===== src/include/addressPath_config.svh =====
`ifndef ADDRESSPATH_CONFIG_SVH
`define ADDRESSPATH_CONFIG_SVH

// Instruction word width
`define INSTR_WIDTH 32

// Architectural register number width
// Bank bit is added on top of this
`define REG_IDX_WIDTH 4

// R15 reads as the PC
`define PC_REG_IDX 15

`endif

===== src/rtl/addressPathPkg.sv =====
`include "addressPath_config.svh"

package addressPathPkg;

  // Full instruction word
  typedef logic [`INSTR_WIDTH-1:0] instrT;

  // Architectural register number R0..R15
  typedef logic [`REG_IDX_WIDTH-1:0] regIdxT;

  // Physical register address
  // MSB is the bank bit, low bits the register number
  typedef logic [`REG_IDX_WIDTH:0] regAddrT;

  // Forwarding mux select for an execute operand
  typedef logic [1:0] fwdSelT;

  // Operand straight from the register file
  localparam fwdSelT fwdRegFile = 2'd0;
  // Result of the writeback stage
  localparam fwdSelT fwdWriteback = 2'd1;
  // ALU result held in the memory stage
  localparam fwdSelT fwdMemory = 2'd2;

endpackage


===== src/rtl/regAddrIf.sv =====
`timescale 1ns/1ps

// Register addresses held in the execute, memory and writeback stages
interface regAddrIf;

  // Destination of the instruction in execute
  // Already carries the long multiply RdLo override
  addressPathPkg::regAddrT wa3E;

  // Destination in memory
  addressPathPkg::regAddrT wa3M;

  // Destination in writeback, also the register file write port
  addressPathPkg::regAddrT wa3W;

  // Source addresses of the instruction in execute
  addressPathPkg::regAddrT ra1E;
  addressPathPkg::regAddrT ra2E;

  // Pipeline registers own every signal
  modport stage (
    output wa3E, wa3M, wa3W, ra1E, ra2E
  );

  // Comparator side only looks
  modport hazard (
    input wa3E, wa3M, wa3W, ra1E, ra2E
  );

endinterface


===== src/rtl/hazardCompare.sv =====
`timescale 1ns/1ps

module hazardCompare (
  regAddrIf.hazard                hazard,
  input  addressPathPkg::regAddrT ra1D,
  input  addressPathPkg::regAddrT ra2D,
  output logic                    match1EM,
  output logic                    match1EW,
  output logic                    match2EM,
  output logic                    match2EW,
  output logic                    match1DE,
  output logic                    match2DE,
  output addressPathPkg::fwdSelT  forwardAE,
  output addressPathPkg::fwdSelT  forwardBE
);

  // Newest producer wins, memory before writeback
  function automatic addressPathPkg::fwdSelT pickFwd(
    input logic matchM,
    input logic matchW
  );
    addressPathPkg::fwdSelT sel;
    if (matchM) begin
      sel = addressPathPkg::fwdMemory;
    end else if (matchW) begin
      sel = addressPathPkg::fwdWriteback;
    end else begin
      sel = addressPathPkg::fwdRegFile;
    end
    return sel;
  endfunction

  // Execute sources against older destinations
  assign match1EM = (hazard.ra1E == hazard.wa3M);
  assign match1EW = (hazard.ra1E == hazard.wa3W);
  assign match2EM = (hazard.ra2E == hazard.wa3M);
  assign match2EW = (hazard.ra2E == hazard.wa3W);

  // Decode sources against execute destination
  // Feeds the load-use stall check
  assign match1DE = (ra1D == hazard.wa3E);
  assign match2DE = (ra2D == hazard.wa3E);

  assign forwardAE = pickFwd(match1EM, match1EW);
  assign forwardBE = pickFwd(match2EM, match2EW);

  // Encoding 3 has no source behind it in the operand mux
  always_comb begin
    assert ((forwardAE != 2'd3) && (forwardBE != 2'd3))
      else $error("hazardCompare: forward select of 3");
  end

endmodule


===== src/flat_wrapper.sv =====
// flat-port wrapper written by rule: the top's interface ports become plain ports
module hazardCompare_flat 
  (ra1D, ra2D, match1EM, match1EW, match2EM, match2EW, match1DE, match2DE, forwardAE, forwardBE, hazard_wa3E, hazard_wa3M, hazard_wa3W, hazard_ra1E, hazard_ra2E);
  regAddrIf hazard_i ();
  input  addressPathPkg::regAddrT ra1D;
  input  addressPathPkg::regAddrT ra2D;
  output logic match1EM;
  output logic match1EW;
  output logic match2EM;
  output logic match2EW;
  output logic match1DE;
  output logic match2DE;
  output addressPathPkg::fwdSelT forwardAE;
  output addressPathPkg::fwdSelT forwardBE;
  input wire logic [$bits(hazard_i.wa3E)-1:0] hazard_wa3E;
  input wire logic [$bits(hazard_i.wa3M)-1:0] hazard_wa3M;
  input wire logic [$bits(hazard_i.wa3W)-1:0] hazard_wa3W;
  input wire logic [$bits(hazard_i.ra1E)-1:0] hazard_ra1E;
  input wire logic [$bits(hazard_i.ra2E)-1:0] hazard_ra2E;
  assign hazard_i.wa3E = hazard_wa3E;
  assign hazard_i.wa3M = hazard_wa3M;
  assign hazard_i.wa3W = hazard_wa3W;
  assign hazard_i.ra1E = hazard_ra1E;
  assign hazard_i.ra2E = hazard_ra2E;
  hazardCompare u_core (.hazard(hazard_i), .ra1D(ra1D), .ra2D(ra2D), .match1EM(match1EM), .match1EW(match1EW), .match2EM(match2EM), .match2EW(match2EW), .match1DE(match1DE), .match2DE(match2DE), .forwardAE(forwardAE), .forwardBE(forwardBE));
endmodule

===== config.mk =====
export PLATFORM = sky130hd
export DESIGN_NAME = hazardCompare_flat
export DESIGN_NICKNAME = d
export VERILOG_FILES = /design/src/rtl/addressPathPkg.sv /design/src/rtl/regAddrIf.sv /design/src/rtl/hazardCompare.sv /design/src/flat_wrapper.sv
export VERILOG_INCLUDE_DIRS = /design/src /design/src/include
export SDC_FILE = /design/constraint.sdc
export NUM_CORES = 1
export LEC_CHECK = 0
export BUFFER_PORTS_ARGS = -buffer_cell sky130_fd_sc_hd__buf_2
export CAP_MARGIN = 20
export CORE_AREA = 4 4 41 43
export DETAILED_ROUTE_END_ITERATION = 10
export DIE_AREA = 0 0 45 47
export PLACE_DENSITY_LB_ADDON = 0.3
export SLEW_MARGIN = 5
export SYNTH_ARGS = -nofsm -noshare
export SYNTH_HDL_FRONTEND = slang
export SYNTH_SLANG_ARGS = --single-unit

===== constraint.sdc =====
create_clock -name vclk -period 1.5
set_clock_uncertainty 0.15 [all_clocks]
set_input_delay 0.375 -clock vclk [all_inputs]
set_output_delay 0.375 -clock vclk [all_outputs]
set_load 0.01 [all_outputs]

Word-level counts from Yosys, hierarchy flattened. Cells that the tools add are included.

Mux-type cells: 4. Eq/ne operators: 6.

Operators with widths (count): 5-bit == test (6); 2-bit 2-to-1 mux (2); 1-bit 2-to-1 mux (2).

Logic and storage cells: 10. Input bits: 35. Output and inout bits: 10. Bits in registers: 0.

Depth between registers and ports, before layout.
Depth in word-level cells: 3. Gate-level depth with buffers: 4.

Worst setup path after synthesis. Ideal clock, no wire load.

Path kind: input port to output port. Start: input hazard_wa3M[4]. End: output forwardAE[1]. Stages on the path: 4. Data arrival time: 1.208 ns. Path slack: -0.233 ns. Cells stage by stage: xnor2_1 nand3_1 nor3_1 buf_4.

Longest elaborated chain between the ends: 2.

RTL lines: from (decl) (RTL line flat_wrapper.sv:16) `input wire logic [$bits(hazard_i.wa3M)-1:0] hazard_wa3M;`; 5-bit == test (RTL line hazardCompare.sv:34) `assign match1EM = (hazard.ra1E == hazard.wa3M);`; via match1EM (RTL line flat_wrapper.sv:7) `output logic match1EM;`; 2-bit 2-to-1 mux (RTL line hazardCompare.sv:23) `if (matchM) begin`; to (decl) (RTL line flat_wrapper.sv:13) `output addressPathPkg::fwdSelT forwardAE;`.

The timed path passes the listed nets, and every way through them passes these cells.

Worst setup path after layout.
Start: input hazard_ra2E[1]. End: output forwardBE[0].

Longest elaborated chain between the ends: 3. Elaborated cells between the ends (all ways): 4. Those cells by class: eq/ne: 2; mux: 2.

RTL lines: from (decl) (RTL line flat_wrapper.sv:19) `input wire logic [$bits(hazard_i.ra2E)-1:0] hazard_ra2E;`; 5-bit == test (RTL line hazardCompare.sv:37) `assign match2EW = (hazard.ra2E == hazard.wa3W);`; 1-bit 2-to-1 mux (RTL line hazardCompare.sv:25) `end else if (matchW) begin`; 2-bit 2-to-1 mux (*) (RTL line hazardCompare.sv:23); to (decl) (RTL line flat_wrapper.sv:14) `output addressPathPkg::fwdSelT forwardBE;`.

Every way passes the cells marked *; elsewhere a longest branch is shown, timed or not.

==> run metrics <==
CP delay by family, top=simple AND/OR/NAND/NOR gates; CP Max Fanout=2; cells along the critical path=buf_4, xnor2_2, nand3_2, nor3_4, nor2b_4, buf_6; Synth area leaders=xnor2_1, xor2_1, nand3_1, nor3_1, nor3_2; fmax=585 MHz; sequential area share after synthesis=0%; total global routing overflow=0; GRT Overall Usage=around an eighth; Crit path largest cell delay=170 ps; Syn-to-layout area delta=175%; Rows=13; Ports=45; TritonRoute pass-1 iters=2; max-cap viol count=0; post-synthesis mux area share=0%; FFs & Latches=0; Layout Nets=between 100 and 150; most common cell after layout, fill and taps aside=buf_6; synthesized area=360 µm²; WL/cell=13.1 µm; final period utilization=114%; syn nets=81; global-route wire length before repair=2110 µm; DR vias/cell=4.57; PwrDens=296 nW/µm²; CP Class=input pin to output pin; post-route ant nets=0; Synth Area in Adders=0%; placed cell areas=717 µm²; top cell type's share of synthesized area=43.8%; CP bufs+invs=2; post-synthesis xor/xnor area fraction=around 73%; Initial Utilization=between 20% and 30%; element type at the critical path start=input pin; Post-Synth Simple-Gate Area=between 20% and 30%; pin count of the biggest net entering global routing=4; Syn Area/Cell=7.83 µm²; initial antenna violation count=0; Buffers on Ports=45; Hold Path Class=input pin to output pin; most frequent cells in the layout=buf_6, buf_2, xnor2_2, xor2_1, buf_8; status=finished, violations left; share of layout cells above drive strength 1=80.9%; Mapped Cells=46; Tightest Pin Transition=273 ps; design area=992 µm²; setup bufs post-CTS=0; Compound-Gate Fraction of Synth Area=0%; slowest stage cell on the critical path=nor2b_4; total power=approximately 300 µW; clk_buf instances=0; synth unique cells=7; DRC=0; # diodes=0; worst rel slew slack=81.8%; Crit. End Element=output pin; Max Slew Vio Count=0; post-route insts no fill=104; HPWL after detailed placement=about 1000 µm; Fin. Hold Viols=0; Reg area=0 µm²; maximum vdd ir drop=0.000181 V; Setup WS post-layout=-209 ps; final WL=1360 µm; Placed Cells=~100; Final Critical Period=1710 ps; die height=about 47 µm; main combinational cell family by area after synthesis=XOR/XNOR gates; RSZ-0062 raised after global routing=true; LEAKAGE=0.476 nW; full die area=2120 µm²; worst endpoint required time=between 900 and 1000 ps; crit path DAT=1180 ps; DR vias=475; vias in the first global route=542; Core Region=1300 µm²; die width=45 µm; violated checks=negative setup slack; pre-CTS WS=-261 ps; Yosys top cell by area=xnor2_1; Fin Setup TNS=-1130 ps; DRT iter0 DRCs=1; Final GP Congestion=0.719; final setup fails=9; Ys Warns=0
-- Yosys cell counts --
| master | count |
|---|---|
| xor2_1 | 12 |
| buf_4 | 2 |
| nand3_1 | 6 |
| nor3_2 | 2 |
| nor2b_1 | 2 |
| nor3_1 | 4 |
| xnor2_1 | 18 |
-- metrics by stage --
| stage | hold slack [ps] | utilization (%) |
|---|---|---|
| global placement | 979 | 55.1 |
| floorplan | 757 | - |
| finish | 954 | 76.3 |
| detailed placement | 978 | 55.1 |
| global route | 963 | 76.3 |
| CTS | 962 | 72.0 |
-- kinds of logic (layout without fill, tap and decap cells) --
kind of cell | Yosys count | after routing
buf+inv | 2 | 45
simple gates | 14 | 14
xor+xnor | 30 | 30
-- worst min-delay path, delay by kind of cell --
family	cells	cell delay, ps
xor gates and xnor gates	1	60
and+or+nand+nor	2	100
buffers and inverters	2	200
-- final timing paths --
check | slack [ps] | end | cells past startpoint | start
worst max-delay path | -210 | forwardBE[0] | 6 | hazard_ra2E[1]
worst min-delay path | 950 | match1DE | 5 | ra1D[2]
-- layout make-up --
class / instances / area, µm²
Tap cell: 15 / 18.8
Multi-Input combinational cell: 44 / 571
Fill cell: 95 / 309
Timing Repair Buffer: 45 / 403
-- per-layer routing --
metal  track usage, %  share of wire (%)  up-vias
li1                 -                  -      236
met5                0                  0        -
met3            0.766                9.3        0
met2             31.9                 61       25
met4                0                  0        0
met1             11.9                 30      214
-- where the power goes --
group	internal, mW	switching (mW)
registers	0	0
logic	0.178	0.116
clock network	0	0
-- repair_timing --
item	in CTS	in global routing
gates resized for setup	49	9
endpoints found under the hold margin	0	0
pin swaps	21	6
hold buffers	0	0
setup endpoints to repair	10	10
(Power assumes the default switching activity.)
