$ cat src/include/addressPath_config.svh
`ifndef ADDRESSPATH_CONFIG_SVH
`define ADDRESSPATH_CONFIG_SVH

// Instruction word width
`define INSTR_WIDTH 32

// Architectural register number width
// Bank bit is added on top of this
`define REG_IDX_WIDTH 4

// R15 reads as the PC
`define PC_REG_IDX 15

`endif
$ cat src/rtl/addressPathPkg.sv
`include "addressPath_config.svh"

package addressPathPkg;

  // Full instruction word
  typedef logic [`INSTR_WIDTH-1:0] instrT;

  // Architectural register number R0..R15
  typedef logic [`REG_IDX_WIDTH-1:0] regIdxT;

  // Physical register address
  // MSB is the bank bit, low bits the register number
  typedef logic [`REG_IDX_WIDTH:0] regAddrT;

  // Forwarding mux select for an execute operand
  typedef logic [1:0] fwdSelT;

  // Operand straight from the register file
  localparam fwdSelT fwdRegFile = 2'd0;
  // Result of the writeback stage
  localparam fwdSelT fwdWriteback = 2'd1;
  // ALU result held in the memory stage
  localparam fwdSelT fwdMemory = 2'd2;

endpackage

$ cat src/rtl/regAddrIf.sv
`timescale 1ns/1ps

// Register addresses held in the execute, memory and writeback stages
interface regAddrIf;

  // Destination of the instruction in execute
  // Already carries the long multiply RdLo override
  addressPathPkg::regAddrT wa3E;

  // Destination in memory
  addressPathPkg::regAddrT wa3M;

  // Destination in writeback, also the register file write port
  addressPathPkg::regAddrT wa3W;

  // Source addresses of the instruction in execute
  addressPathPkg::regAddrT ra1E;
  addressPathPkg::regAddrT ra2E;

  // Pipeline registers own every signal
  modport stage (
    output wa3E, wa3M, wa3W, ra1E, ra2E
  );

  // Comparator side only looks
  modport hazard (
    input wa3E, wa3M, wa3W, ra1E, ra2E
  );

endinterface

$ cat src/rtl/regAddrPipeline.sv
`timescale 1ns/1ps

module regAddrPipeline (
  input  logic                    clk,
  input  logic                    reset,
  input  logic                    stallE,
  input  logic                    stallM,
  input  logic                    stallW,
  input  logic                    flushW,
  input  logic                    writeMultLoE,
  input  addressPathPkg::instrT   instrE,
  input  addressPathPkg::regAddrT ra1D,
  input  addressPathPkg::regAddrT ra2D,
  input  addressPathPkg::regAddrT destD,
  regAddrIf.stage                 stage
);

  // Decoded destination as it entered execute
  addressPathPkg::regAddrT destE;

  // Low half destination of a long multiply
  addressPathPkg::regAddrT rdLoE;

  // ==========================================================================
  // Execute stage
  // ==========================================================================
  always_ff @(posedge clk) begin
    if (reset) begin
      stage.ra1E <= '0;
      stage.ra2E <= '0;
      destE      <= '0;
    end else if (!stallE) begin
      stage.ra1E <= ra1D;
      stage.ra2E <= ra2D;
      destE      <= destD;
    end
  end

  // RdLo lives in bits 15:12, always in bank 0
  assign rdLoE = {1'b0, instrE[15:12]};

  // Second write of a long multiply retargets the destination
  assign stage.wa3E = writeMultLoE ? rdLoE : destE;

  // ==========================================================================
  // Memory stage
  // ==========================================================================
  always_ff @(posedge clk) begin
    if (reset) begin
      stage.wa3M <= '0;
    end else if (!stallM) begin
      stage.wa3M <= stage.wa3E;
    end
  end

  // ==========================================================================
  // Writeback stage
  // ==========================================================================
  // Flush wins over both stall and load
  always_ff @(posedge clk) begin
    if (reset || flushW) begin
      stage.wa3W <= '0;
    end else if (!stallW) begin
      stage.wa3W <= stage.wa3M;
    end
  end

  // Flushed writeback never targets a live register
  wbFlushClears: assert property (
    @(posedge clk) disable iff (reset)
    flushW |=> (stage.wa3W == '0)
  ) else $error("regAddrPipeline: wa3W not cleared after flushW");

endmodule

$ cat src/flat_wrapper.sv
// flat-port wrapper written by rule: the top's interface ports become plain ports
module regAddrPipeline_flat 
  (clk, reset, stallE, stallM, stallW, flushW, writeMultLoE, instrE, ra1D, ra2D, destD, stage_wa3E, stage_wa3M, stage_wa3W, stage_ra1E, stage_ra2E);
  regAddrIf stage_i ();
  input  logic clk;
  input  logic reset;
  input  logic stallE;
  input  logic stallM;
  input  logic stallW;
  input  logic flushW;
  input  logic writeMultLoE;
  input  addressPathPkg::instrT instrE;
  input  addressPathPkg::regAddrT ra1D;
  input  addressPathPkg::regAddrT ra2D;
  input  addressPathPkg::regAddrT destD;
  output wire logic [$bits(stage_i.wa3E)-1:0] stage_wa3E;
  output wire logic [$bits(stage_i.wa3M)-1:0] stage_wa3M;
  output wire logic [$bits(stage_i.wa3W)-1:0] stage_wa3W;
  output wire logic [$bits(stage_i.ra1E)-1:0] stage_ra1E;
  output wire logic [$bits(stage_i.ra2E)-1:0] stage_ra2E;
  assign stage_wa3E = stage_i.wa3E;
  assign stage_wa3M = stage_i.wa3M;
  assign stage_wa3W = stage_i.wa3W;
  assign stage_ra1E = stage_i.ra1E;
  assign stage_ra2E = stage_i.ra2E;
  regAddrPipeline u_core (.clk(clk), .reset(reset), .stallE(stallE), .stallM(stallM), .stallW(stallW), .flushW(flushW), .writeMultLoE(writeMultLoE), .instrE(instrE), .ra1D(ra1D), .ra2D(ra2D), .destD(destD), .stage(stage_i));
endmodule
$ cat config.mk
export PLATFORM = sky130hd
export DESIGN_NAME = regAddrPipeline_flat
export DESIGN_NICKNAME = d
export VERILOG_FILES = /design/src/rtl/addressPathPkg.sv /design/src/rtl/regAddrIf.sv /design/src/rtl/regAddrPipeline.sv /design/src/flat_wrapper.sv
export VERILOG_INCLUDE_DIRS = /design/src /design/src/include
export SDC_FILE = /design/constraint.sdc
export NUM_CORES = 1
export LEC_CHECK = 0
export BUFFER_PORTS_ARGS = -buffer_cell sky130_fd_sc_hd__buf_2
export CAP_MARGIN = 15
export CORE_ASPECT_RATIO = 1.2
export CORE_MARGIN = 3
export CORE_UTILIZATION = 25
export CTS_BUF_LIST = sky130_fd_sc_hd__clkbuf_8
export DETAILED_ROUTE_END_ITERATION = 10
export SYNTH_ARGS = -nofsm -noshare
export SYNTH_HDL_FRONTEND = slang
export SYNTH_SLANG_ARGS = --single-unit
$ cat constraint.sdc
create_clock -name clk -period 1 [get_ports clk]
set_input_delay 0.05 -clock clk [delete_from_list [all_inputs] [get_ports clk]]
set_output_delay 0.05 -clock clk [all_outputs]
set_load 0.1 [all_outputs]
After elaboration in Yosys (flattened, before gate mapping)

Index checks and enable logic that the tools add are counted.

Reductions and logical operators: 1
Muxes and demuxes: 1

Operators with widths:

| operator          | count |
|---|---|
| two-way mux 5 bit | 1 |
| logical OR 1 bit  | 1 |

Output and inout port bits: 25
Logic and storage cells: 7
Register bits after elaboration: 25

Depth between registers and ports, before layout

Gate-level depths: netlist of run 1.

Word-level depth: 1
Mapped depth: 4

Worst setup path after synthesis of run 1

OpenSTA, ideal clock, no wires.

Path type: reg2out
Start: register u_core.destE[4]
End: output stage_wa3E[4]
Setup slack: -0.722 ns
Cell stages (with the launch flop): 2
Data arrival time: 1.672 ns
Buffers on the path: 0
Cells stage by stage: dfxtp_1 -> nor2b_1

Word-level cells in the longest chain between the ends: 1

RTL lines:

| item                   | RTL line              | source |
|---|---|---|
| start, declared        | regAddrPipeline.sv:19 | `addressPathPkg::regAddrT destE;` |
| start signal, assigned | regAddrPipeline.sv:35 | `destE <= destD;` |
| two-way mux 5 bit      | regAddrPipeline.sv:43 | `assign stage.wa3E = writeMultLoE ? rdLoE : destE;` |
| end, declared          | flat_wrapper.sv:16    | `output wire logic [$bits(stage_i.wa3E)-1:0] stage_wa3E;` |

Every way passes these cells.

Final worst setup path of run 1

Start: register u_core.destE[3]
End: output stage_wa3E[3]

Same word-level chain as after synthesis.

==> summary.md, run 1 <==
The run finished, with violations left. The final reports fail on negative setup slack. Actual transition at the worst max-transition pin: 0.235 ns. The combinational family with the most area after synthesis is multiplexers.

The design area was 1790 um2; the total overflow reported by the global router was 0. The endpoint identified for the worst register-to-register timing path is u_core.stage.wa3M[2]. The starting density of the core came out at 26.5%.

Startpoint of the worst hold path: flushW. Measured along the y axis, the die boundary spans 74.6 um. The floorplan core area came out at 3690 um2. Start of the worst register-to-register path: u_core.destE[2]. Counting along the longest clock path gives a buffer depth of 2.

In this run the core area contains 24 standard-cell rows. For this run, the share of the core covered by cells in the final layout is 48.5%. Derived from the worst setup path, the maximum achievable clock frequency is 903 MHz.

For this run, the number of Yosys warnings is 0. By area the synthesized netlist is led by sky130_fd_sc_hd__dfxtp_1 51%, sky130_fd_sc_hd__mux2i_1 20%, sky130_fd_sc_hd__mux2_4 6.1%. The post-synthesis simple-gate area fraction works out to 13.3%.

At the placement stage, the worst setup path has a slack of 0.0694 ns. The time the final worst path needs with I/O delays and setup came out at 1.11 ns. The run gives 0.639 as the global placement routability congestion. Across the run, the number of max-cap violations was 0.

The tools report the number of clock sinks as 25. The power after layout was 2.58 mW. The repair_antennas step left the layout with diodes totalling 0.

The tools report the launching element type of the critical path as a register. The synthesized design contains 25 register bits. The number of placed instances, taps included, is 186. Synthesis produced a netlist with a net count of 142.

The run gives 826 as the total via count after detailed routing. Power spread over the standard cell area amounts to 1440 nW/um2. Across all hold checks on the routed design, the worst slack comes to 0.00517 ns. The synthesized design devotes to its leading area cell type 51.1% of total area.

Cell with the most instances after synthesis: sky130_fd_sc_hd__dfxtp_1. The share of the yosys chip area belonging to registers is 51.1%, and the count of hold-fix buffers inserted at cts is 0. The die covers 4710 um2.

A synthesized cell averages 11.1 um2. The insertion delay of the later-clocked pin in the worst-skew pair is 0.26 ns. The run gives 3 as the number of buffers added by the clock tree synthesis step. Clock tree synthesis selected as its root buffer the cell sky130_fd_sc_hd__clkbuf_8. The cell accounting for the most synthesized area was sky130_fd_sc_hd__dfxtp_1. Entering global routing, the biggest net connects 22 pins. The share of the synthesized area in compound gates (AO/OA/AOI/OAI) was 4.60%.

The final worst-path cycle share came out at 111%. Summing all placed instances gives a cell area of 1690 um2. In this run the horizontal extent of the chip is 63.1 um.

The remaining number of nets flagged by the antenna check after routing is 0, and the violation count after the first detailed-route iteration is 21. Final setup TNS: -0.527 ns. Summed over all cells, the static leakage comes to 0.849 nW. The wire length of the first global-routing pass is 4020 um. Dividing the detail-routed wire length by the instance count gives 12.2 um. The commonest cells after synthesis are 25 x sky130_fd_sc_hd__dfxtp_1, 20 x sky130_fd_sc_hd__mux2i_1, 15 x sky130_fd_sc_hd__nor2_1. The total wirelength of the detailed-routed design was 2380 um. Data on the critical path is required at its endpoint by 0.95 ns. After the flow finishes, the layout carries non-filler instances totaling 195.

TritonCTS built the clock tree. The number of cells on the worst reg-to-reg path came out at 3. The number of global-route vias before repair came out at 911. The number of hold violations in the final report came out at 0. The maximum level of the CTS H-tree is 1. The number of synthesized flops with an enable pin works out to 0. By startpoint and endpoint, the worst setup path is classified as register to output pin. The HPWL after detailed placement was 1860 um. The count of mapped cells out of synthesis is 88, and the number of setup violations in the final report is 8. The tools report the number of detailed-route iterations in the first pass as 2. Endpoint kind of the worst setup timing path: an output pin. After detailed routing, the number of vias per cell comes to 4.24. Among all flip-flop cells after synthesis, the most frequent one is sky130_fd_sc_hd__dfxtp_1. Clock-pin slew was measured on the worst setup and hold paths at 0.09 ns.

The most critical setup path has its endpoint at stage_wa3E[3]. The fraction of registers with async set or reset after synthesis was 0%. 79 I/O pins were placed. The total of buffers placed on input and output ports is 50.

In this run the worst hold path is classified as input pin to register. Headroom to the max-slew limit came out at 84.3%. The count of distinct cell types in the synthesized netlist is 16, and the overall routing resource usage is 10.6%. The share of post-route cells with drive strength above 1 is 63.6%, and the arithmetic-cell share of the synthesized area counting full adders, half adders and majority gates is 0%. In the final design database the tool counted 198 nets. Setup slack of the critical path after layout: -0.108 ns. After Yosys synthesis, XOR and XNOR cells account for 0% of the synthesized area. Across the VDD grid, the largest voltage drop is 697 uV.

Final max-slew violation count: 0. Setup repair after global routing could not meet its margin everywhere. The register-to-register setup slack is -0.04 ns, and the data arrival time of the worst path is 1.06 ns. The number of antenna violations at the first check in global routing is 0, and the multiplexer share of the synthesized area is 26.6%. In this run the worst path has a maximum fanout of 2. The tools report the start point of the critical path as u_core.destE[3]. The mapped netlist covers 980 um2.

On the final layout, the worst clock skew is 0.00358 ns. After detailed routing, the number of remaining DRC violations is 0. From synthesis to final layout, the design area changed by 82.9%.
kinds of logic after synthesis:
family,after synthesis
flip-flops,25
buffers and inverters,7
multiplexers,24
AO/OA/AOI/OAI,5
AND/OR/NAND/NOR,27
registers in the layout (all words and copies together), names as in the netlist:
signal             count
u_core.stage.wa3M      5
u_core.stage.wa3W      5
u_core.stage.ra2E      5
u_core.stage.ra1E      5
u_core.destE           5
metal layers:
metal | wire length (um) | up-vias | track usage [%]
li1 | - | 412 | -
met1 | 895 | 379 | 10.7
met2 | 1240 | 35 | 20.4
met5 | 0 | - | 0
met4 | 0 | 0 | 2.21
met3 | 244 | 0 | 4.68
placed cells by master (no fill, tap or decap):
cell type                  count
sky130_fd_sc_hd__inv_1         1
sky130_fd_sc_hd__or2b_1        4
sky130_fd_sc_hd__nor2_1       15
sky130_fd_sc_hd__o211a_1       4
sky130_fd_sc_hd__nand2_1       1
sky130_fd_sc_hd__clkinv_2      1
sky130_fd_sc_hd__or3b_1        1
sky130_fd_sc_hd__clkbuf_8      3
sky130_fd_sc_hd__mux2i_1      20
sky130_fd_sc_hd__dfxtp_2      25
sky130_fd_sc_hd__buf_2        25
sky130_fd_sc_hd__nor2b_4       1
sky130_fd_sc_hd__buf_4         3
sky130_fd_sc_hd__mux2_4        4
sky130_fd_sc_hd__buf_6         3
sky130_fd_sc_hd__nor3_1        5
sky130_fd_sc_hd__buf_12       26
sky130_fd_sc_hd__a21oi_1       1
how the worst min path moves through the flow:
stage,endpoint,slack [ns],depth (start not counted)
3_5_place_dp,u_core.stage.ra2E[4],0.29,3
3_3_place_gp,u_core.destE[4],0.28,3
4_1_cts,u_core.stage.wa3W[0],0.006,2
6_report,u_core.stage.wa3W[0],0.005,2
5_1_grt,u_core.stage.wa3W[0],0.01,2
2_1_floorplan,u_core.stage.wa3W[4],0.12,1
worst max-delay path: stages, from the launching register on:
cell and delay [ns]:
sky130_fd_sc_hd__dfxtp_2 0.33, sky130_fd_sc_hd__mux2_4 0.29, sky130_fd_sc_hd__buf_12 0.17
area by class of cell:
class | instances | area, um2
Clock buffer | 3 | 41.3
Clock inverter | 1 | 5.00
Fill cell | 340 | 1900
Inverter | 1 | 3.75
Multi-Input combinational cell | 56 | 443
Sequential cell | 25 | 532
Tap cell | 52 | 65.1
Timing Repair Buffer | 57 | 702
repair_timing:
| item | CTS | global route |
|---|---|---|
| endpoints found under the setup margin | 5 | 9 |
| buffers inserted | 5 | 0 |
| resized for setup | 8 | 1 |
power by group:
part | internal (mW) | switching (mW) | leakage (nW)
Clock | 0.278 | 0.314 | 0.0255
Combinational | 0.350 | 0.526 | 0.609
Sequential | 1.06 | 0.0520 | 0.215
Total | 1.69 | 0.892 | 0.849
(Power assumes the default switching activity.)
==> run 2, diff against run 1 <==
BUFFER_PORTS_ARGS = not set   (was -buffer_cell sky130_fd_sc_hd__buf_2)
CTS_CLUSTER_DIAMETER = 30   (was not set)
DONT_BUFFER_PORTS = 1   (was not set)
==> run 2 against run 1 <==
The run ends with negative hold slack, negative setup slack left; sequential power about the same; via count down 2.9%; combinational power down 13%; cell count down 3.1%; worst setup slack better by 0.0050 ns; maximum frequency up 0.45%; largest power group unchanged.
==> summary.md, run 2 (synthesis gave the netlist of run 1 again) <==
The run finished, with violations left. The checks that failed: negative hold slack, negative setup slack. The data arrival time of the worst path came out at 1.05 ns (about the same). The tools report the number of placement rows as 24 (unchanged). Classification of the worst setup path: register to output pin. The tools report the post-placement worst setup slack as 0.103 ns (+0.0339 ns).

Wire length of the first global-routing pass: 4020 um (+0.17%). The deepest clock path buffer count is 2 (unchanged). The design area is 1610 um2 (-10%). The number of buffers added by the clock tree synthesis step came out at 3 (unchanged). Class of the tightest hold or removal check: input pin to register. The y dimension of the die came out at 74.6 um (unchanged).

Cell with the biggest individual delay on the critical path: sky130_fd_sc_hd__dfxtp_2. The maximum VDD drop was 735 uV (+5.5%). The endpoint identified for the worst register-to-register timing path is u_core.stage.wa3M[1]. Compared with the post-synthesis result, the final layout area differs by 63.9%. The number of cells on the worst reg-to-reg path is 3 (unchanged), and the area of the die is 4710 um2 (unchanged). Delay of the slowest cell on the worst path: 0.33 ns (about the same).

The total wirelength of the detailed-routed design is 2470 um (+3.7%), and the largest net degree at the start of global routing is 22 (unchanged). The required time of the worst setup path was 0.95 ns (about the same). The total overflow reported by the global router came out at 0 (unchanged). The non-filler instance count after layout came out at 189 (-3.1%). For the remaining number of nets flagged by the antenna check after routing, the log shows 0 (unchanged). The run gives 0.26 ns (about the same) as the insertion delay of the later-clocked pin in the worst-skew pair. The run gives 2.43 mW (-5.6%) as the power after layout.

The clock slew at the register clock pins of the worst setup and hold paths came out at 0.09 ns (about the same). The tools report the number of detailed-route iterations in the first pass as 3 (+1). For the final max-slew violation count, the log shows 0 (unchanged). The width of the chip is 63.1 um (unchanged). The mean routed wirelength per cell is 13.1 um (+6.9%). The number of DRC violations after detailed routing is 0 (unchanged), and the number of clock sinks is 25 (unchanged). Count of maximum capacitance violations: 0 (unchanged). The tools report the endpoint kind of the worst setup timing path as an output pin. The tools report the worst slack on hold paths as -0.0617 ns (-0.0669 ns). The logs give -0.03 ns (about the same) for the register-to-register setup slack and 802 (-2.9%) for the total via count after detailed routing. The critical path goes through mux2_4, buf_12. The total of buffers placed on input and output ports came out at 0 (-100%).

For the global placement routability congestion, the log shows 0.604 (-5.5%). The via density per instance was 4.24 (+0.18%). Setup repair after global routing could not meet its margin everywhere. For the floorplan core area, the log shows 3690 um2 (unchanged).

TritonCTS built the clock tree. The run gives 16 (+16) as the number of hold violations in the final report. The actual transition at the worst max-transition pin is 0.744 ns (+0.509 ns). The number of top-level pins is 79 (unchanged). The overall routing resource usage was 11.1% (+0.45 points).

The worst setup path is launched from a register. Leaving out fill and tap cells, the most frequent cells in the layout are 24 x sky130_fd_sc_hd__dfxtp_2, 21 x sky130_fd_sc_hd__buf_4, 20 x sky130_fd_sc_hd__mux2i_1. The setup slack of the critical path after layout is -0.103 ns (+0.00500 ns). The path with the worst hold slack has its endpoint at u_core.stage.ra2E[2]. The run gives 192 (-3.0%) as the number of nets in the finished design.

The power density normalized to cell area was 1520 nW/um2 (+5.4%). The final worst-path cycle share came out at 110% (-0.50 points). The count of cells along the worst hold path was 2 (unchanged). The static leakage is 0.781 nW (-8.1%), and the maximum level of the CTS H-tree is 1 (unchanged). The violation count after the first detailed-route iteration was 6 (-71%). The utilization of the core after routing came out at 43.5% (-5.0 points).

The logs give 50.4% (-34 points) for the relative max-transition margin and 159 (-15%) for the number of placed instances with taps included. The number of global-route vias before repair was 869 (-4.6%); the HPWL after detailed placement was 1740 um (-6.5%). Time the final worst path needs with I/O delays and setup: 1.10 ns (-0.00500 ns). The tools report the clock root buffer as sky130_fd_sc_hd__clkbuf_8. For the antenna diode instance count, the log shows 0 (unchanged). The run gives 0 (unchanged) as the number of antenna violations at the first check in global routing. The logs give 1230 um2 (-27%) for the total placed instance area and 26.5% (unchanged) for the starting density of the core. The share of post-route cells with drive strength above 1 is 45.3% (-18 points). The tools report the start of the worst register-to-register path as u_core.destE[1]. The logs give 907 MHz (+0.45%) for the maximum operating frequency and 0.000998 ns (-0.00258 ns) for the worst clock skew. The largest fanout on the critical path was 2 (unchanged).

Leaving out fill and tap cells, the most frequent cell in the layout is sky130_fd_sc_hd__dfxtp_2. The number of fillers in the final layout was 359 (+5.6%); the number of setup violations in the final report was 6 (-2). The startpoint identified for the worst hold timing path is stallE.
-- run 2: area by class of cell --
type	instances	area [um2]	area share, %
flip-flops and latches	25	531	33.0
clock inverters	1	3.75	0.234
well taps	52	65.1	4.05
inverters	1	3.75	0.234
clock buffers	3	41.3	2.57
multi-input cells	56	443	27.6
repair buffers	51	518	32.3
-- run 2: metal layers --
layer  global-route usage [%]  wire length, um  vias to the layer above
li1                         -                -                      394
met1                     11.9              947                      367
met2                     21.1             1320                       38
met3                     3.47              177                        3
met4                     2.94               21                        0
met5                        0                0                        -
-- run 2: critical path: cells and delay by family (launching register included) --
| family | cells | cell delay [ns] |
|---|---|---|
| buffers and inverters | 1 | 0.17 |
| DFF | 1 | 0.33 |
| muxes | 1 | 0.29 |
-- run 2: worst max-delay path by stage --
stage,startpoint,to,slack (ns),cells past startpoint
after floorplan,u_core.destE[4],stage_wa3E[4],-0.19,1
after global placement,u_core.destE[1],u_core.stage.wa3M[1],0.13,2
after detailed placement,u_core.destE[1],u_core.stage.wa3M[1],0.10,2
after CTS,u_core.destE[2],stage_wa3E[2],-0.11,2
after global routing,u_core.destE[1],stage_wa3E[1],-0.14,2
final,u_core.destE[2],stage_wa3E[2],-0.10,2
-- run 2: power by group --
part	internal [mW]	leakage, nW	switching, mW
Combinational	0.264	0.539	0.497
Clock	0.275	0.0269	0.309
Sequential	1.06	0.215	0.0321
-- run 2: repair_timing --
item / in CTS / in global routing
pin swaps: 0 / 0
hold endpoints to repair: 25 / 16
gates resized for setup: 18 / 5
setup endpoints to repair: 5 / 30
buffers inserted: 5 / 0
cloned: 0 / 0
hold buffers: 20 / 1
-- run 2: through the flow --
step	hold slack, ns	TNS, ns
6_report	-0.0617	-0.437
5_1_grt	-0.0729	-0.686
4_1_cts	-0.0718	-1.78
3_5_place_dp	0.119	0
3_3_place_gp	0.116	0
2_1_floorplan	0.119	-0.391
==> run 3, diff against run 2 <==
CORE_ASPECT_RATIO = not set   (was 1.2)
CORE_UTILIZATION = 63   (was 25)
PLACE_DENSITY = 0.79   (was not set)
==> run 3 against run 2 <==
The run now fails in 4_1_cts; synthesized cell count stayed put; synthesized area is the same.
==> summary.md, run 3 <==
The fraction of registers with async set or reset after synthesis was 0% (unchanged); the post-placement worst setup slack was 0.0823 ns (-0.0209 ns). The number of placement rows was 13 (-46%). The post-synth net total came out at 142 (unchanged). The failing step was 4_1_cts.

In the synthesized netlist the dominant register cell turns out to be sky130_fd_sc_hd__dfxtp_1. The number of buffers added by the clock tree synthesis step is 3 (unchanged). The flop and latch count out of synthesis is 25 (unchanged), and the number of post-CTS setup repair buffers is 4 (-1). The area share of the leading cell type in the synthesized netlist is 51.1% (unchanged).

For the HPWL after detailed placement, the log shows 1490 um (-14%). The total of buffers placed on input and output ports is 0 (unchanged), and the number of resized instances in the post-cts repair step is 18 (unchanged). Number of warnings printed during yosys synthesis: 0 (unchanged). The maximum level of the CTS H-tree came out at 1 (unchanged).

Sorting the synthesized cells by how often they occur yields 25 x sky130_fd_sc_hd__dfxtp_1, 20 x sky130_fd_sc_hd__mux2i_1, 15 x sky130_fd_sc_hd__nor2_1. The root buffer cell chosen for the clock tree is sky130_fd_sc_hd__clkbuf_8. The per-instance average area after synthesis works out to 11.1 um2 (unchanged).

Synthesized cell area: 980 um2 (unchanged). The y dimension of the die works out to 45.4 um (-39%). Count of mapped cells out of synthesis: 88 (unchanged). The count of hold-fix buffers inserted at cts was 3 (-85%); the number of top-level pins was 79 (unchanged). The number of synthesized flops with an enable pin came out at 0 (unchanged). After synthesis, the cell types taking the most area are sky130_fd_sc_hd__dfxtp_1 51%, sky130_fd_sc_hd__mux2i_1 20%, sky130_fd_sc_hd__mux2_4 6.1%. The run gives 70.9% (+44 points) as the starting density of the core.

Number of placed instances with taps included: 122 (-23%). Global placement routability congestion: 0.648 (+7.4%). The share of the yosys chip area belonging to registers is 51.1% (unchanged).

The run gives 2 (unchanged) as the deepest clock path buffer count. The width of the chip is 45.4 um (-28%), and the count of distinct cell types in the synthesized netlist is 16 (unchanged). The tools report the number of clock sinks as 25 (unchanged).

The run stopped with a tool error. Yosys instantiated no cell more often than sky130_fd_sc_hd__dfxtp_1. The cell accounting for the most synthesized area was sky130_fd_sc_hd__dfxtp_1. The tool reported: "[ERROR DPL-0033] detailed placement checks failed during check placement".
[run 3: metrics by stage]
step	area, um2	hold WS [ns]
detailed placement	1190	0.120
global placement	1190	0.114
floorplan	1010	0.119
[run 3: kinds of logic after synthesis]
| family | count (synthesis) | share of synthesized area, % |
|---|---|---|
| AO/OA/AOI/OAI | 5 | 4.60 |
| multiplexers | 24 | 26.6 |
| AND/OR/NAND/NOR | 27 | 13.3 |
| buffers and inverters | 7 | 4.47 |
| flip-flops | 25 | 51.1 |
==> run 4, diff against run 3 <==
CORE_AREA = 3 3 64 66   (was not set)
CORE_MARGIN = not set   (was 3)
CORE_UTILIZATION = not set   (was 63)
CTS_BUF_LIST = not set   (was sky130_fd_sc_hd__clkbuf_8)
CTS_CLUSTER_DIAMETER = not set   (was 30)
DIE_AREA = 0 0 67 69   (was not set)
PLACE_DENSITY = not set   (was 0.79)
PLACE_DENSITY_LB_ADDON = 0.15   (was not set)
==> run 4 against run 3 <==
The flow now finishes, with violations (negative hold slack, negative setup slack).
==> summary.md, run 4 (synthesis gave the netlist of run 1 again) <==
The run finished, with violations left. The checks that failed: negative hold slack, negative setup slack. The number of hold violations in the final report was 16. The clock reaches the later pin of the worst-skew pair after 0.26 ns.

Largest fanout on the critical path: 2. The share of post-route cells with drive strength above 1 was 45.6%; the number of DRC violations after detailed routing was 0. The via density per instance is 4.23. The number of setup violations in the final report came out at 6.

The y dimension of the die is 69 um (+52%). The largest net degree at the start of global routing was 22. Max-cap violations in this run came to 0. The number of clock sinks was 25 (unchanged); the time the final worst path needs with I/O delays and setup was 1.09 ns. The final setup TNS came out at -0.409 ns.

In this run, the number of DRC markers left after iteration 0 of detailed routing was 11. The maximum operating frequency came out at 914 MHz. The tools report the launching element type of the critical path as a register.

The number of fillers in the final layout is 376. For the total placed instance area, the log shows 1230 um2 (+3.5%). The endpoint kind of the worst setup timing path is an output pin. Overall routing resource usage: 10.0%. The total via count after detailed routing is 779, and the maximum VDD drop is 651 uV. Dividing the detail-routed wire length by the instance count gives 12.4 um.

Setup repair after global routing could not meet its margin everywhere. The number of placement rows is 22 (+9). TritonCTS built the clock tree. The setup slack of the critical path after layout is -0.0942 ns, and the actual transition at the worst max-transition pin is 0.753 ns. Routed length on met2: 1250 um.

The run gives 21 (+18) as the count of hold-fix buffers inserted at cts. The min-delay analysis places its worst path in the category input pin to register. Data on the critical path is required at its endpoint by 0.95 ns. In this run the tightest slew margin relative to its limit is 49.8%. The cell sitting at the root of the clock tree is a sky130_fd_sc_hd__clkbuf_8. The number of placed instances with taps included was 155 (+27%). The detail route stage leaves a number of antenna-violating nets equal to 0.

The worst slack on hold paths was -0.0528 ns. The tools report the number of global-route vias before repair as 818. Detailed routing placed a total of 180 um of wire on met3.

The total overflow left after global routing is 0. The tools report the number of detailed-route iterations in the first pass as 3. The static leakage is 0.769 nW, and the total of buffers placed on input and output ports is 0 (unchanged).

After routing the design area is 1580 um2. The first global-routing pass estimated 3650 um of wire. The number of top-level pins was 79 (unchanged).

The top cell types in the final layout, fill and taps aside, are 25 x sky130_fd_sc_hd__dfxtp_2, 23 x sky130_fd_sc_hd__buf_4, 20 x sky130_fd_sc_hd__mux2i_1. The logs give 0 for the final max-slew violation count and 3 (unchanged) for the number of buffers added by the clock tree synthesis step. In the finished design, the share of the clock period the worst path needs comes to 109%. Most common library cell in the layout ignoring fill and taps: sky130_fd_sc_hd__dfxtp_2.

Global placement routability congestion: 0.676 (+4.3%). The area of the die was 4620 um2; the power density normalized to cell area was 1520 nW/um2. The floorplan core area was 3630 um2; the width of the chip was 67 um (+47%). At the end of the flow, the number of nets in the layout was 191. Between clock sinks in the finished design, the worst skew comes to 0.000231 ns. The logs give 2280 um for the total wirelength of the detailed-routed design and 27.0% (-44 points) for the starting density of the core. Once layout is complete, the cells apart from fillers number 184. The detailed router used layers up to and including met4. The deepest clock path buffer count is 2 (unchanged).

The classification of the worst setup path was register to output pin. Data arrival time of the worst path: 1.04 ns. The number of antenna diodes in the final layout is 0. After clock tree synthesis, the clock-pin slew on the worst setup and hold paths is 0.08 ns.

From synthesis to final layout, the design area changed by 61.6%. The maximum level of the CTS H-tree was 1 (unchanged); the HPWL after detailed placement was 1680 um (+13%). The logs give 0 for the number of antenna violations at the first check in global routing and 832 um for the post-route met1 wirelength.
[run 4: critical path, cell delays in order, from the launching register on]
cell and delay [ns]:
sky130_fd_sc_hd__dfxtp_2 0.33, sky130_fd_sc_hd__mux2_4 0.29, sky130_fd_sc_hd__buf_12 0.17
[run 4: worst paths after layout]
check | from | endpoint | slack [ns] | cells past startpoint
max | u_core.destE[2] | stage_wa3E[2] | -0.09 | 2
min | stallE | u_core.destE[0] | -0.05 | 2
max reg2reg | u_core.destE[3] | u_core.stage.wa3M[3] | -0.03 | 3
min reg2reg | u_core.stage.wa3M[4] | u_core.stage.wa3M[4] | 0.47 | 2
[run 4: where the power goes]
part	internal, mW	switching (mW)	total (mW)
logic	0.257	0.493	0.750
registers	1.06	0.0295	1.09
clock network	0.284	0.285	0.569
[run 4: through the flow]
step	utilization, %	setup WS [ns]	power (mW)	hold slack, ns
floorplan	-	-0.194	1.65	0.119
global placement	33.8	0.115	1.71	0.117
detailed placement	33.8	0.0995	1.71	0.116
CTS	43.3	-0.108	2.45	-0.0678
global route	43.6	-0.128	2.51	-0.0614
finish	43.6	-0.0942	2.40	-0.0528
[run 4: what timing repair did]
action                                  4_1_cts  5_1_grt
endpoints found under the setup margin        5       28
endpoints found under the hold margin        25       16
resized for setup                            17        4
gates cloned                                  0        0
buffers inserted                              4        0
[run 4: layout make-up]
type | instances | area [um2] | share of cell area [%]
Clock buffer | 4 | 45.0 | 2.85
Inverter | 1 | 3.75 | 0.237
Multi-Input combinational cell | 56 | 443 | 28.0
Sequential cell | 25 | 532 | 33.6
Tap cell | 48 | 60.1 | 3.79
Timing Repair Buffer | 50 | 499 | 31.5
[run 4: routing by layer]
layer,up-vias,track usage (%)
met4,0,3.38
met3,2,3.91
met5,-,0
met2,27,18.7
li1,393,-
met1,357,9.65
